$ cat src/verilog/rename_pkg.sv
`default_nettype none

package rename_pkg;

    localparam int NUM_ARCH   = 32;
    localparam int LOG_ARCH   = 5;
    localparam int NUM_PHYS   = 64;
    localparam int LOG_PHYS   = 6;
    localparam int FREE_DEPTH = NUM_PHYS - NUM_ARCH;   // renamable registers
    localparam int LOG_FREE   = 5;
    localparam int WORD_BITS  = 32;
    localparam int ALU_BITS   = 6;
    localparam int SHAMT_BITS = 5;

    // LSB position of each issue queue entry field
    localparam int IQ_MEM_READ_BIT  = 0;
    localparam int IQ_MEM_WRITE_BIT = IQ_MEM_READ_BIT + 1;
    localparam int IQ_DEST_LSB      = IQ_MEM_WRITE_BIT + 1;
    localparam int IQ_WRITES_BIT    = IQ_DEST_LSB + LOG_PHYS;
    localparam int IQ_SHAMT_LSB     = IQ_WRITES_BIT + 1;
    localparam int IQ_SRC_B_RDY_BIT = IQ_SHAMT_LSB + SHAMT_BITS;
    localparam int IQ_SRC_B_LSB     = IQ_SRC_B_RDY_BIT + 1;
    localparam int IQ_SRC_A_RDY_BIT = IQ_SRC_B_LSB + LOG_PHYS;
    localparam int IQ_SRC_A_LSB     = IQ_SRC_A_RDY_BIT + 1;
    localparam int IQ_IMM_LSB       = IQ_SRC_A_LSB + LOG_PHYS;
    localparam int IQ_HAS_IMM_BIT   = IQ_IMM_LSB + WORD_BITS;
    localparam int IQ_ALU_LSB       = IQ_HAS_IMM_BIT + 1;
    localparam int IQ_ENTRY_BITS    = IQ_ALU_LSB + ALU_BITS;

    // load/store queue entry
    localparam int LSQ_PHYS_LSB   = 0;                       // load dest or store base
    localparam int LSQ_STORE_BIT  = LSQ_PHYS_LSB + LOG_PHYS;
    localparam int LSQ_ENTRY_BITS = LSQ_STORE_BIT + 1;

    // reorder buffer entry
    localparam int ROB_SPARE_BIT   = 0;
    localparam int ROB_ARCH_LSB    = ROB_SPARE_BIT + 1;
    localparam int ROB_OLD_LSB     = ROB_ARCH_LSB + LOG_ARCH;   // mapping freed at commit
    localparam int ROB_DEST_LSB    = ROB_OLD_LSB + LOG_PHYS;
    localparam int ROB_WRITES_BIT  = ROB_DEST_LSB + LOG_PHYS;
    localparam int ROB_ALT_REQ_BIT = ROB_WRITES_BIT + 1;
    localparam int ROB_ALT_PC_LSB  = ROB_ALT_REQ_BIT + 1;
    localparam int ROB_ADDR_LSB    = ROB_ALT_PC_LSB + WORD_BITS;
    localparam int ROB_INSTR_LSB   = ROB_ADDR_LSB + WORD_BITS;
    localparam int ROB_ENTRY_BITS  = ROB_INSTR_LSB + WORD_BITS;

endpackage

`default_nettype wire

$ cat src/verilog/rat_if.sv
`timescale 1ns/10ps
`default_nettype none

interface rat_if (
    input logic CLK
);

    // lookups driven by the rename stage
    logic [rename_pkg::LOG_ARCH-1:0] src_a_arch;
    logic [rename_pkg::LOG_ARCH-1:0] src_b_arch;
    logic [rename_pkg::LOG_ARCH-1:0] dest_arch;

    // map update
    logic                            map_write;    // accepted instr allocates
    logic [rename_pkg::LOG_PHYS-1:0] map_phys;     // new mapping for dest_arch

    // answers from the alias table
    logic [rename_pkg::LOG_PHYS-1:0] src_a_phys;
    logic [rename_pkg::LOG_PHYS-1:0] src_b_phys;
    logic                            src_a_busy;
    logic                            src_b_busy;
    logic [rename_pkg::LOG_PHYS-1:0] old_phys;     // prior mapping of dest_arch

    modport stage (
        output src_a_arch, src_b_arch, dest_arch, map_write, map_phys,
        input  src_a_phys, src_b_phys, src_a_busy, src_b_busy, old_phys
    );

    modport map_table (
        input  src_a_arch, src_b_arch, dest_arch, map_write, map_phys,
        output src_a_phys, src_b_phys, src_a_busy, src_b_busy, old_phys
    );

    // phys 0 backs r0 and is never on the free list
    a_map_phys_nonzero: assert property (
        @(posedge CLK) map_write |-> map_phys != '0
    );

endinterface

`default_nettype wire

$ cat src/verilog/front_rat.sv
`timescale 1ns/10ps
`default_nettype none

module front_rat (
    input  logic                            CLK,
    input  logic                            RESET,
    rat_if.map_table                        rat,
    input  logic                            wb_valid,
    input  logic [rename_pkg::LOG_PHYS-1:0] wb_phys
);

    logic [rename_pkg::LOG_PHYS-1:0] map_q [rename_pkg::NUM_ARCH];
    logic [rename_pkg::NUM_PHYS-1:0] busy_q;   // one bit per physical register

    logic [rename_pkg::LOG_PHYS-1:0] map_a;
    logic [rename_pkg::LOG_PHYS-1:0] map_b;

    // map table starts as the identity
    always_ff @(posedge CLK or negedge RESET) begin
        if (!RESET) begin
            for (int i = 0; i < rename_pkg::NUM_ARCH; i++) begin
                map_q[i] <= rename_pkg::LOG_PHYS'(i);
            end
        end else if (rat.map_write) begin
            map_q[rat.dest_arch] <= rat.map_phys;
        end
    end

    // busy bits
    // the rename set wins over a writeback clear of the same register
    always_ff @(posedge CLK or negedge RESET) begin
        if (!RESET) begin
            busy_q <= '0;
        end else begin
            if (wb_valid) begin
                busy_q[wb_phys] <= 1'b0;           // result written back
            end
            if (rat.map_write) begin
                busy_q[rat.map_phys] <= 1'b1;      // new producer in flight
            end
        end
    end

    assign map_a = map_q[rat.src_a_arch];
    assign map_b = map_q[rat.src_b_arch];

    // r0 always reads phys 0 and is never busy
    always_comb begin
        rat.src_a_phys = '0;
        rat.src_a_busy = 1'b0;
        rat.src_b_phys = '0;
        rat.src_b_busy = 1'b0;
        if (rat.src_a_arch != '0) begin
            rat.src_a_phys = map_a;
            rat.src_a_busy = busy_q[map_a];
        end
        if (rat.src_b_arch != '0) begin
            rat.src_b_phys = map_b;
            rat.src_b_busy = busy_q[map_b];
        end
    end

    assign rat.old_phys = map_q[rat.dest_arch];

    // the stage must never remap r0
    a_no_r0_write: assert property (
        @(posedge CLK) disable iff (!RESET)
        rat.map_write |-> rat.dest_arch != '0
    );

endmodule

`default_nettype wire

$ cat src/verilog/free_list.sv
`timescale 1ns/10ps
`default_nettype none

module free_list (
    input  logic                            CLK,
    input  logic                            RESET,
    input  logic                            grab,           // pop head at this edge
    output logic [rename_pkg::LOG_PHYS-1:0] free_head,
    output logic                            free_avail,
    input  logic                            release_valid,  // commit frees a register
    input  logic [rename_pkg::LOG_PHYS-1:0] release_phys
);

    logic [rename_pkg::LOG_PHYS-1:0] fifo_q [rename_pkg::FREE_DEPTH];
    logic [rename_pkg::LOG_FREE-1:0] head_q;
    logic [rename_pkg::LOG_FREE-1:0] tail_q;
    logic [rename_pkg::LOG_FREE:0]   count_q;   // 0 to FREE_DEPTH

    // storage starts out full with the registers above the arch range
    always_ff @(posedge CLK or negedge RESET) begin
        if (!RESET) begin
            for (int i = 0; i < rename_pkg::FREE_DEPTH; i++) begin
                fifo_q[i] <= rename_pkg::LOG_PHYS'(rename_pkg::NUM_ARCH + i);
            end
        end else if (release_valid) begin
            fifo_q[tail_q] <= release_phys;
        end
    end

    // pointers wrap naturally at the power-of-two depth
    always_ff @(posedge CLK or negedge RESET) begin
        if (!RESET) begin
            head_q <= '0;
            tail_q <= '0;
        end else begin
            if (grab) begin
                head_q <= head_q + 1'b1;
            end
            if (release_valid) begin
                tail_q <= tail_q + 1'b1;
            end
        end
    end

    always_ff @(posedge CLK or negedge RESET) begin
        if (!RESET) begin
            count_q <= (rename_pkg::LOG_FREE + 1)'(rename_pkg::FREE_DEPTH);
        end else begin
            case ({release_valid, grab})
                2'b10:   count_q <= count_q + 1'b1;
                2'b01:   count_q <= count_q - 1'b1;
                default: count_q <= count_q;          // none, or one in and one out
            endcase
        end
    end

    assign free_avail = (count_q != '0);
    assign free_head  = fifo_q[head_q];

    a_no_grab_empty: assert property (
        @(posedge CLK) disable iff (!RESET)
        grab |-> count_q != '0
    );

    // a release into a full list would overwrite the head
    a_no_release_full: assert property (
        @(posedge CLK) disable iff (!RESET)
        release_valid |-> count_q != (rename_pkg::LOG_FREE + 1)'(rename_pkg::FREE_DEPTH)
    );

endmodule

`default_nettype wire

$ cat src/verilog/rename_stage.sv
`timescale 1ns/10ps
`default_nettype none

module rename_stage (
    input  logic                                  CLK,
    input  logic                                  RESET,

    // decoded instruction at the head of the decode FIFO
    input  logic                                  instr_valid,
    input  logic [31:0]                           instr,
    input  logic [31:0]                           instr_addr,
    input  logic [31:0]                           alt_pc,
    input  logic                                  alt_req,
    input  logic                                  has_imm,
    input  logic [31:0]                           imm,
    input  logic [rename_pkg::LOG_ARCH-1:0]       src_a,
    input  logic [rename_pkg::LOG_ARCH-1:0]       src_b,
    input  logic [rename_pkg::LOG_ARCH-1:0]       dest,
    input  logic                                  reg_write,
    input  logic                                  mem_read,
    input  logic                                  mem_write,
    input  logic [rename_pkg::ALU_BITS-1:0]       alu_ctrl,
    input  logic [rename_pkg::SHAMT_BITS-1:0]     shamt,

    input  logic                                  rob_full,
    input  logic                                  iq_full,
    input  logic                                  lsq_full,

    rat_if.stage                                  rat,

    input  logic                                  free_avail,
    input  logic [rename_pkg::LOG_PHYS-1:0]       free_head,
    output logic                                  grab,

    output logic                                  pop,
    output logic                                  blocked,
    output logic [rename_pkg::IQ_ENTRY_BITS-1:0]  iq_entry,
    output logic                                  iq_valid,
    output logic [rename_pkg::LSQ_ENTRY_BITS-1:0] lsq_entry,
    output logic                                  lsq_valid,
    output logic [rename_pkg::ROB_ENTRY_BITS-1:0] rob_entry,
    output logic                                  rob_valid
);

    logic                                  alloc;
    logic                                  is_mem;
    logic                                  stall;
    logic                                  accept;
    logic                                  src_a_ready;
    logic                                  src_b_ready;
    logic [rename_pkg::LOG_PHYS-1:0]       dest_phys;
    logic [rename_pkg::LOG_PHYS-1:0]       old_phys;
    logic [rename_pkg::IQ_ENTRY_BITS-1:0]  iq_next;
    logic [rename_pkg::LSQ_ENTRY_BITS-1:0] lsq_next;
    logic [rename_pkg::ROB_ENTRY_BITS-1:0] rob_next;

    assign alloc  = reg_write && (dest != '0);   // r0 writes get no register
    assign is_mem = mem_read || mem_write;

    assign stall  = rob_full || iq_full || (is_mem && lsq_full) || (alloc && !free_avail);
    assign accept = instr_valid && !stall;

    assign pop     = accept;
    assign blocked = !instr_valid || stall;
    assign grab    = accept && alloc;

    assign rat.src_a_arch = src_a;
    assign rat.src_b_arch = src_b;
    assign rat.dest_arch  = dest;
    assign rat.map_write  = grab;
    assign rat.map_phys   = free_head;

    // r0 already comes back not busy from the table
    assign src_a_ready = has_imm || !rat.src_a_busy;
    assign src_b_ready = has_imm || !rat.src_b_busy;

    assign dest_phys = alloc ? free_head : '0;
    assign old_phys  = alloc ? rat.old_phys : '0;

    always_comb begin
        iq_next = '0;
        iq_next[rename_pkg::IQ_ALU_LSB +: rename_pkg::ALU_BITS]     = alu_ctrl;
        iq_next[rename_pkg::IQ_HAS_IMM_BIT]                         = has_imm;
        iq_next[rename_pkg::IQ_IMM_LSB +: rename_pkg::WORD_BITS]    = imm;
        iq_next[rename_pkg::IQ_SRC_A_LSB +: rename_pkg::LOG_PHYS]   = rat.src_a_phys;
        iq_next[rename_pkg::IQ_SRC_A_RDY_BIT]                       = src_a_ready;
        iq_next[rename_pkg::IQ_SRC_B_LSB +: rename_pkg::LOG_PHYS]   = rat.src_b_phys;
        iq_next[rename_pkg::IQ_SRC_B_RDY_BIT]                       = src_b_ready;
        iq_next[rename_pkg::IQ_SHAMT_LSB +: rename_pkg::SHAMT_BITS] = shamt;
        iq_next[rename_pkg::IQ_WRITES_BIT]                          = alloc;
        iq_next[rename_pkg::IQ_DEST_LSB +: rename_pkg::LOG_PHYS]    = dest_phys;
        iq_next[rename_pkg::IQ_MEM_WRITE_BIT]                       = mem_write;
        iq_next[rename_pkg::IQ_MEM_READ_BIT]                        = mem_read;
    end

    // stores carry the base address register, loads their destination
    always_comb begin
        lsq_next = '0;
        lsq_next[rename_pkg::LSQ_STORE_BIT] = mem_write;
        lsq_next[rename_pkg::LSQ_PHYS_LSB +: rename_pkg::LOG_PHYS] =
            mem_write ? rat.src_a_phys : dest_phys;
    end

    always_comb begin
        rob_next = '0;
        rob_next[rename_pkg::ROB_INSTR_LSB +: rename_pkg::WORD_BITS]  = instr;
        rob_next[rename_pkg::ROB_ADDR_LSB +: rename_pkg::WORD_BITS]   = instr_addr;
        rob_next[rename_pkg::ROB_ALT_PC_LSB +: rename_pkg::WORD_BITS] = alt_pc;
        rob_next[rename_pkg::ROB_ALT_REQ_BIT]                         = alt_req;
        rob_next[rename_pkg::ROB_WRITES_BIT]                          = alloc;
        rob_next[rename_pkg::ROB_DEST_LSB +: rename_pkg::LOG_PHYS]    = dest_phys;
        rob_next[rename_pkg::ROB_OLD_LSB +: rename_pkg::LOG_PHYS]     = old_phys;
        rob_next[rename_pkg::ROB_ARCH_LSB +: rename_pkg::LOG_ARCH]    = dest;
        rob_next[rename_pkg::ROB_SPARE_BIT]                           = 1'b0;
    end

    // valids pulse for one cycle after each accept
    always_ff @(posedge CLK or negedge RESET) begin
        if (!RESET) begin
            iq_valid  <= 1'b0;
            lsq_valid <= 1'b0;
            rob_valid <= 1'b0;
        end else begin
            iq_valid  <= accept;
            lsq_valid <= accept && is_mem;
            rob_valid <= accept;
        end
    end

    always_ff @(posedge CLK) begin
        if (accept) begin
            iq_entry  <= iq_next;
            rob_entry <= rob_next;
        end
        if (accept && is_mem) begin
            lsq_entry <= lsq_next;
        end
    end

    a_grab_avail: assert property (
        @(posedge CLK) disable iff (!RESET)
        grab |-> free_avail
    );

endmodule

`default_nettype wire

$ cat src/verilog/rename_top.sv
`timescale 1ns/10ps
`default_nettype none

module rename_top (
    input  logic                                  CLK,
    input  logic                                  RESET,
    input  logic                                  instr_valid,
    input  logic [31:0]                           instr,
    input  logic [31:0]                           instr_addr,
    input  logic [31:0]                           alt_pc,
    input  logic                                  alt_req,
    input  logic                                  has_imm,
    input  logic [31:0]                           imm,
    input  logic [rename_pkg::LOG_ARCH-1:0]       src_a,
    input  logic [rename_pkg::LOG_ARCH-1:0]       src_b,
    input  logic [rename_pkg::LOG_ARCH-1:0]       dest,
    input  logic                                  reg_write,
    input  logic                                  mem_read,
    input  logic                                  mem_write,
    input  logic [rename_pkg::ALU_BITS-1:0]       alu_ctrl,
    input  logic [rename_pkg::SHAMT_BITS-1:0]     shamt,
    input  logic                                  rob_full,
    input  logic                                  iq_full,
    input  logic                                  lsq_full,
    input  logic                                  wb_valid,        // writeback clears busy
    input  logic [rename_pkg::LOG_PHYS-1:0]       wb_phys,
    input  logic                                  release_valid,   // commit frees old phys
    input  logic [rename_pkg::LOG_PHYS-1:0]       release_phys,
    output logic                                  pop,
    output logic                                  blocked,
    output logic [rename_pkg::IQ_ENTRY_BITS-1:0]  iq_entry,
    output logic                                  iq_valid,
    output logic [rename_pkg::LSQ_ENTRY_BITS-1:0] lsq_entry,
    output logic                                  lsq_valid,
    output logic [rename_pkg::ROB_ENTRY_BITS-1:0] rob_entry,
    output logic                                  rob_valid
);

    logic                            grab;
    logic                            free_avail;
    logic [rename_pkg::LOG_PHYS-1:0] free_head;

    rat_if rat (.CLK(CLK));

    front_rat u_rat (
        .CLK(CLK), .RESET(RESET), .rat(rat.map_table),
        .wb_valid(wb_valid), .wb_phys(wb_phys)
    );

    free_list u_free (
        .CLK(CLK), .RESET(RESET), .grab(grab),
        .free_head(free_head), .free_avail(free_avail),
        .release_valid(release_valid), .release_phys(release_phys)
    );

    rename_stage u_stage (
        .CLK(CLK), .RESET(RESET), .instr_valid(instr_valid),
        .instr(instr), .instr_addr(instr_addr), .alt_pc(alt_pc), .alt_req(alt_req),
        .has_imm(has_imm), .imm(imm), .src_a(src_a), .src_b(src_b), .dest(dest),
        .reg_write(reg_write), .mem_read(mem_read), .mem_write(mem_write),
        .alu_ctrl(alu_ctrl), .shamt(shamt),
        .rob_full(rob_full), .iq_full(iq_full), .lsq_full(lsq_full),
        .rat(rat.stage), .free_avail(free_avail), .free_head(free_head), .grab(grab),
        .pop(pop), .blocked(blocked),
        .iq_entry(iq_entry), .iq_valid(iq_valid),
        .lsq_entry(lsq_entry), .lsq_valid(lsq_valid),
        .rob_entry(rob_entry), .rob_valid(rob_valid)
    );

endmodule

`default_nettype wire

$ cat config.mk
export PLATFORM = sky130hd
export DESIGN_NAME = rename_top
export DESIGN_NICKNAME = d
export VERILOG_FILES = /design/src/verilog/rename_pkg.sv /design/src/verilog/rat_if.sv /design/src/verilog/front_rat.sv /design/src/verilog/free_list.sv /design/src/verilog/rename_stage.sv /design/src/verilog/rename_top.sv
export SDC_FILE = /design/constraint.sdc
export NUM_CORES = 1
export LEC_CHECK = 0
export BUFFER_PORTS_ARGS = -buffer_cell sky130_fd_sc_hd__clkbuf_2
export CORE_ASPECT_RATIO = 0.9
export CORE_MARGIN = 2
export CORE_UTILIZATION = 40
export CTS_CLUSTER_SIZE = 24
export DETAILED_ROUTE_END_ITERATION = 12
export PLACE_DENSITY = 0.71
export SLEW_MARGIN = 20
export SYNTH_ARGS = -nofsm -noshare
export SYNTH_HDL_FRONTEND = slang
export SYNTH_SLANG_ARGS = --single-unit
$ cat constraint.sdc
create_clock -name CLK -period 7 [get_ports CLK]
set_input_delay 1.05 -clock CLK [delete_from_list [all_inputs] [get_ports CLK]]
set_output_delay 1.05 -clock CLK [all_outputs]
set_load 0.01 [all_outputs]
==> summary.md <==
| Metric | Value |
|---|---|
| Post-DRT Antenna Nets | `0` |
| Initial core utilization | `approximately 40%` |
| Post-DP HPWL | `61700 µm` |
| Die Width | `slightly below 300 µm` |
| Async S/R FF share, synth | `between 70% and 80%` |
| Setup bufs post-CTS | `0` |
| Sequential share of the synthesized area | `between 50 and 60%` |
| Setup_tns | `0 ns` |
| Met2 GRT Util | `between 30% and 40%` |
| Largest net degree at the start of global routing | `approximately 170` |
| Avg Cell Area, Syn | `13.3 µm²` |
| Setup violations, final | `0` |
| Design Area, Final | `36300 µm²` |
| H-Tree Depth | `3` |
| Total global routing track utilization | `a little over a fifth` |
| Number of synthesis warnings | `0` |
| Clock sinks | `between 600 and 700` |
| Max-slew violation count | `0` |
| Worst vdd ir | `~0.26 mV` |
| Peak Freq | `around 220 MHz` |
| GR Layer Usage met1 | `28.6%` |
| Area grow syn2layout | `16.3%` |
| Die area | `approximately 80000 µm²` |
| Ys flop type | `dfrtp_1` |
| Most Crowded Layer GR | `met2` |
| Share of cells above drive strength 1 | `between 40% and 50%` |
| Worst-path clk slew | `about 0.060 ns` |
| Synth top area share | `between 20% and 30%` |
| Yosys cell types | `65` |
| Crit path largest cell delay | `between 0.5 and 0.6 ns` |
| Max Root-Sink Buffers | `3` |
| Top post-synthesis cells by area | `dfrtp_1, edfxtp_1, dfstp_2, mux4_2, mux2_2` |
| Mapped Nets | `between 2000 and 3000` |
| Die Y | `269 µm` |
| Clock latency on the worst-skew pair | `between 0.6 and 0.7 ns` |
| First-pass GRT wire length | `~130000 µm` |
| Worst Skew | `about 0.043 ns` |
| Worst rel slew slack | `20.2%` |
| Critical-path cell with the highest stage delay | `inv_6` |
| Area occupied by multi-input gates | `13000 µm²` |
| Core area | `about 78000 µm²` |
| Port buffer count | `roughly 370` |
| First-iteration detailed-routing DRC count | `between 2000 and 2500` |
| TritonCTS clock tree | `done` |
| Most frequent cells in the layout | `clkbuf_2, o21ai_0, dfrtp_1` |
| Routed wire length | `roughly 88000 µm` |
| Kind of critical path | `primary input to output port` |
| Placed Area | `~34000 µm²` |
| Hold Slack | `0.432 ns` |
| GRT met3 Usage | `6.42%` |
| Non-Filler Instances | `approximately 3700` |
| Tmin final | `4.61 ns` |
| DR pass1 iterations | `5` |
| Unrepaired setup endpoints after global routing | `no` |
| Buf+Inv Stages, Crit Path | `5` |
| Synth Instances | `about 2400` |
| Post-CTS sizing | `0` |
| Root Driver | `clkbuf_16` |
| Fillcell total | `between 6000 and 7000` |
| Final Hold Viols | `0` |
| Run status | `finished clean` |
| # DRC | `0` |
| Row count | `97` |
| CP cell instances | `clkbuf_2 -> or3_1 -> o31ai_4 -> buf_4 -> o2111ai_1 -> buf_4 -> inv_6 -> clkbuf_2` |
| Max_cap viols | `0` |
| Commonest non-fill, non-tap cell in the layout | `clkbuf_2` |
| Crit path launch type | `primary input` |
| Top-Level Pins | `approximately 370` |
| Post-CTS Hold Buffers | `0` |
| Routed length per instance | `23.6 µm` |
| Dpl cells | `3613` |
| Vias | `around 22000` |
| Layout Nets | `roughly 2800` |
| Initial antenna violation count | `2` |
| Arr. time, crit path | `3.56 ns` |
| Final period utilization | `~66%` |
| GPL Wtd Cong | `between 0.9 and 1` |
| Number of flops mapped to enable cells by yosys | `182` |
| Synthesized flop and latch total | `between 600 and 700` |
| Leakage | `between 10 and 15 nW` |
| Final Core Density | `46.8%` |
| Critical Path Sink Type | `output port` |
| CP top delay family | `buffers and inverters` |
| Synthesized cell area | `31200 µm²` |
| PwrDens | `343 nW/µm²` |
| Cts bufs inserted | `69` |
| Worst-margin pin slew | `between 1 and 1.5 ns` |
| DR vias/cell | `approximately 5.8` |
| Worst endpoint required time | `between 5 and 6 ns` |
| Area leader, netlist | `dfrtp_1` |
| FF/Latch Area | `around 17000 µm²` |
| Vias in the first global route | `21100` |
| CP max FO | `between 90 and 100` |
| Hold WC Path Type | `flop to flop` |
| Remaining global-route overflow | `0` |
-- logic make-up (layout without fill, tap and decap cells) --
kind of cell / Yosys count / in the layout / synth area share [%]
flops: 648 / 648 / 55.6
mux: 546 / 546 / 25.5
xor+xnor: 14 / 14 / 0.393
compound gates: 466 / 466 / 8.63
other cells: 1 / 3 / 0.0120
fa+ha+maj: 8 / 8 / 0.321
simple gates: 469 / 469 / 6.66
buf+inv: 203 / 550 / 2.82
-- registers in the layout, indices dropped and copies added, names as in the netlist, 5 cells and up --
name               count
u_stage.rob_entry    108
u_free.head_q          5
u_free.fifo_q        192
u_stage.iq_entry      67
u_rat.busy_q          64
u_free.tail_q          5
u_rat.map_q          192
u_free.count_q         6
u_stage.lsq_entry      7
-- routing by layer --
metal	vias to the layer above	wire length (µm)
met5	-	0
met4	0	3470
met3	169	8790
met2	1071	40700
met1	10900	35300
li1	9423	-
-- power breakdown --
part / switching [W] / internal (W)
Sequential: 0.000569 / 0.00483
Clock: 0.00158 / 0.00218
Combinational: 0.00192 / 0.00138
-- area by class of cell --
cell class                 count  area share [%]
multi-input combinational   1504            35.9
timing repair buffer         402            5.86
clock buffer                 101            5.67
antenna                        2          0.0138
inverter                      20           0.221
sequential                   648            47.9
clock inverter                27           0.845
tap                         1039            3.58
-- worst paths after layout --
| check | startpoint | slack, ns | endpoint | cells after the start |
|---|---|---|---|---|
| worst max-delay path | dest[4] | 2.39 | pop | 8 |
| max in group asynchronous | RESET | 4.96 | u_free.fifo_q[112] | 2 |
| min in group asynchronous | RESET | 0.50 | u_rat.map_q[179] | 1 |
| worst max register to register | u_free.head_q[0] | 2.76 | u_rat.busy_q[20] | 10 |
| worst min register to register | u_rat.map_q[191] | 0.43 | u_rat.map_q[191] | 0 |
| worst min-delay path | u_rat.map_q[191] | 0.43 | u_rat.map_q[191] | 0 |
-- stage by stage --
stage | power [W] | worst slack, ns
after detailed placement | 0.00871 | 2.02
after global placement | 0.00862 | 2.08
after floorplan | 0.00745 | 0.0878
final | 0.0125 | 2.39
after CTS | 0.0125 | 2.45
after global routing | 0.0130 | 2.28
-- synth_stat cells, drive strengths merged, types with 3 or more instances --
library cell,instances
dfrtp,273
dfstp,193
mux2,225
edfxtp,182
and3b,4
inv,20
buf,59
or3,4
and2,8
nor2,86
clkbuf,124
o21ai,306
o22ai,10
nand3,28
a221o,7
nand2,252
mux4,174
nand4,9
nand3b,6
xor2,9
nand2b,18
nor2b,15
nor3,18
xnor2,5
a221oi,9
a31oi,11
nor3b,8
mux2i,147
a22oi,32
ha,8
a22o,7
a21oi,40
and3,4
o31ai,10
o211ai,3
o221ai,15
(Power assumes the default switching activity.)
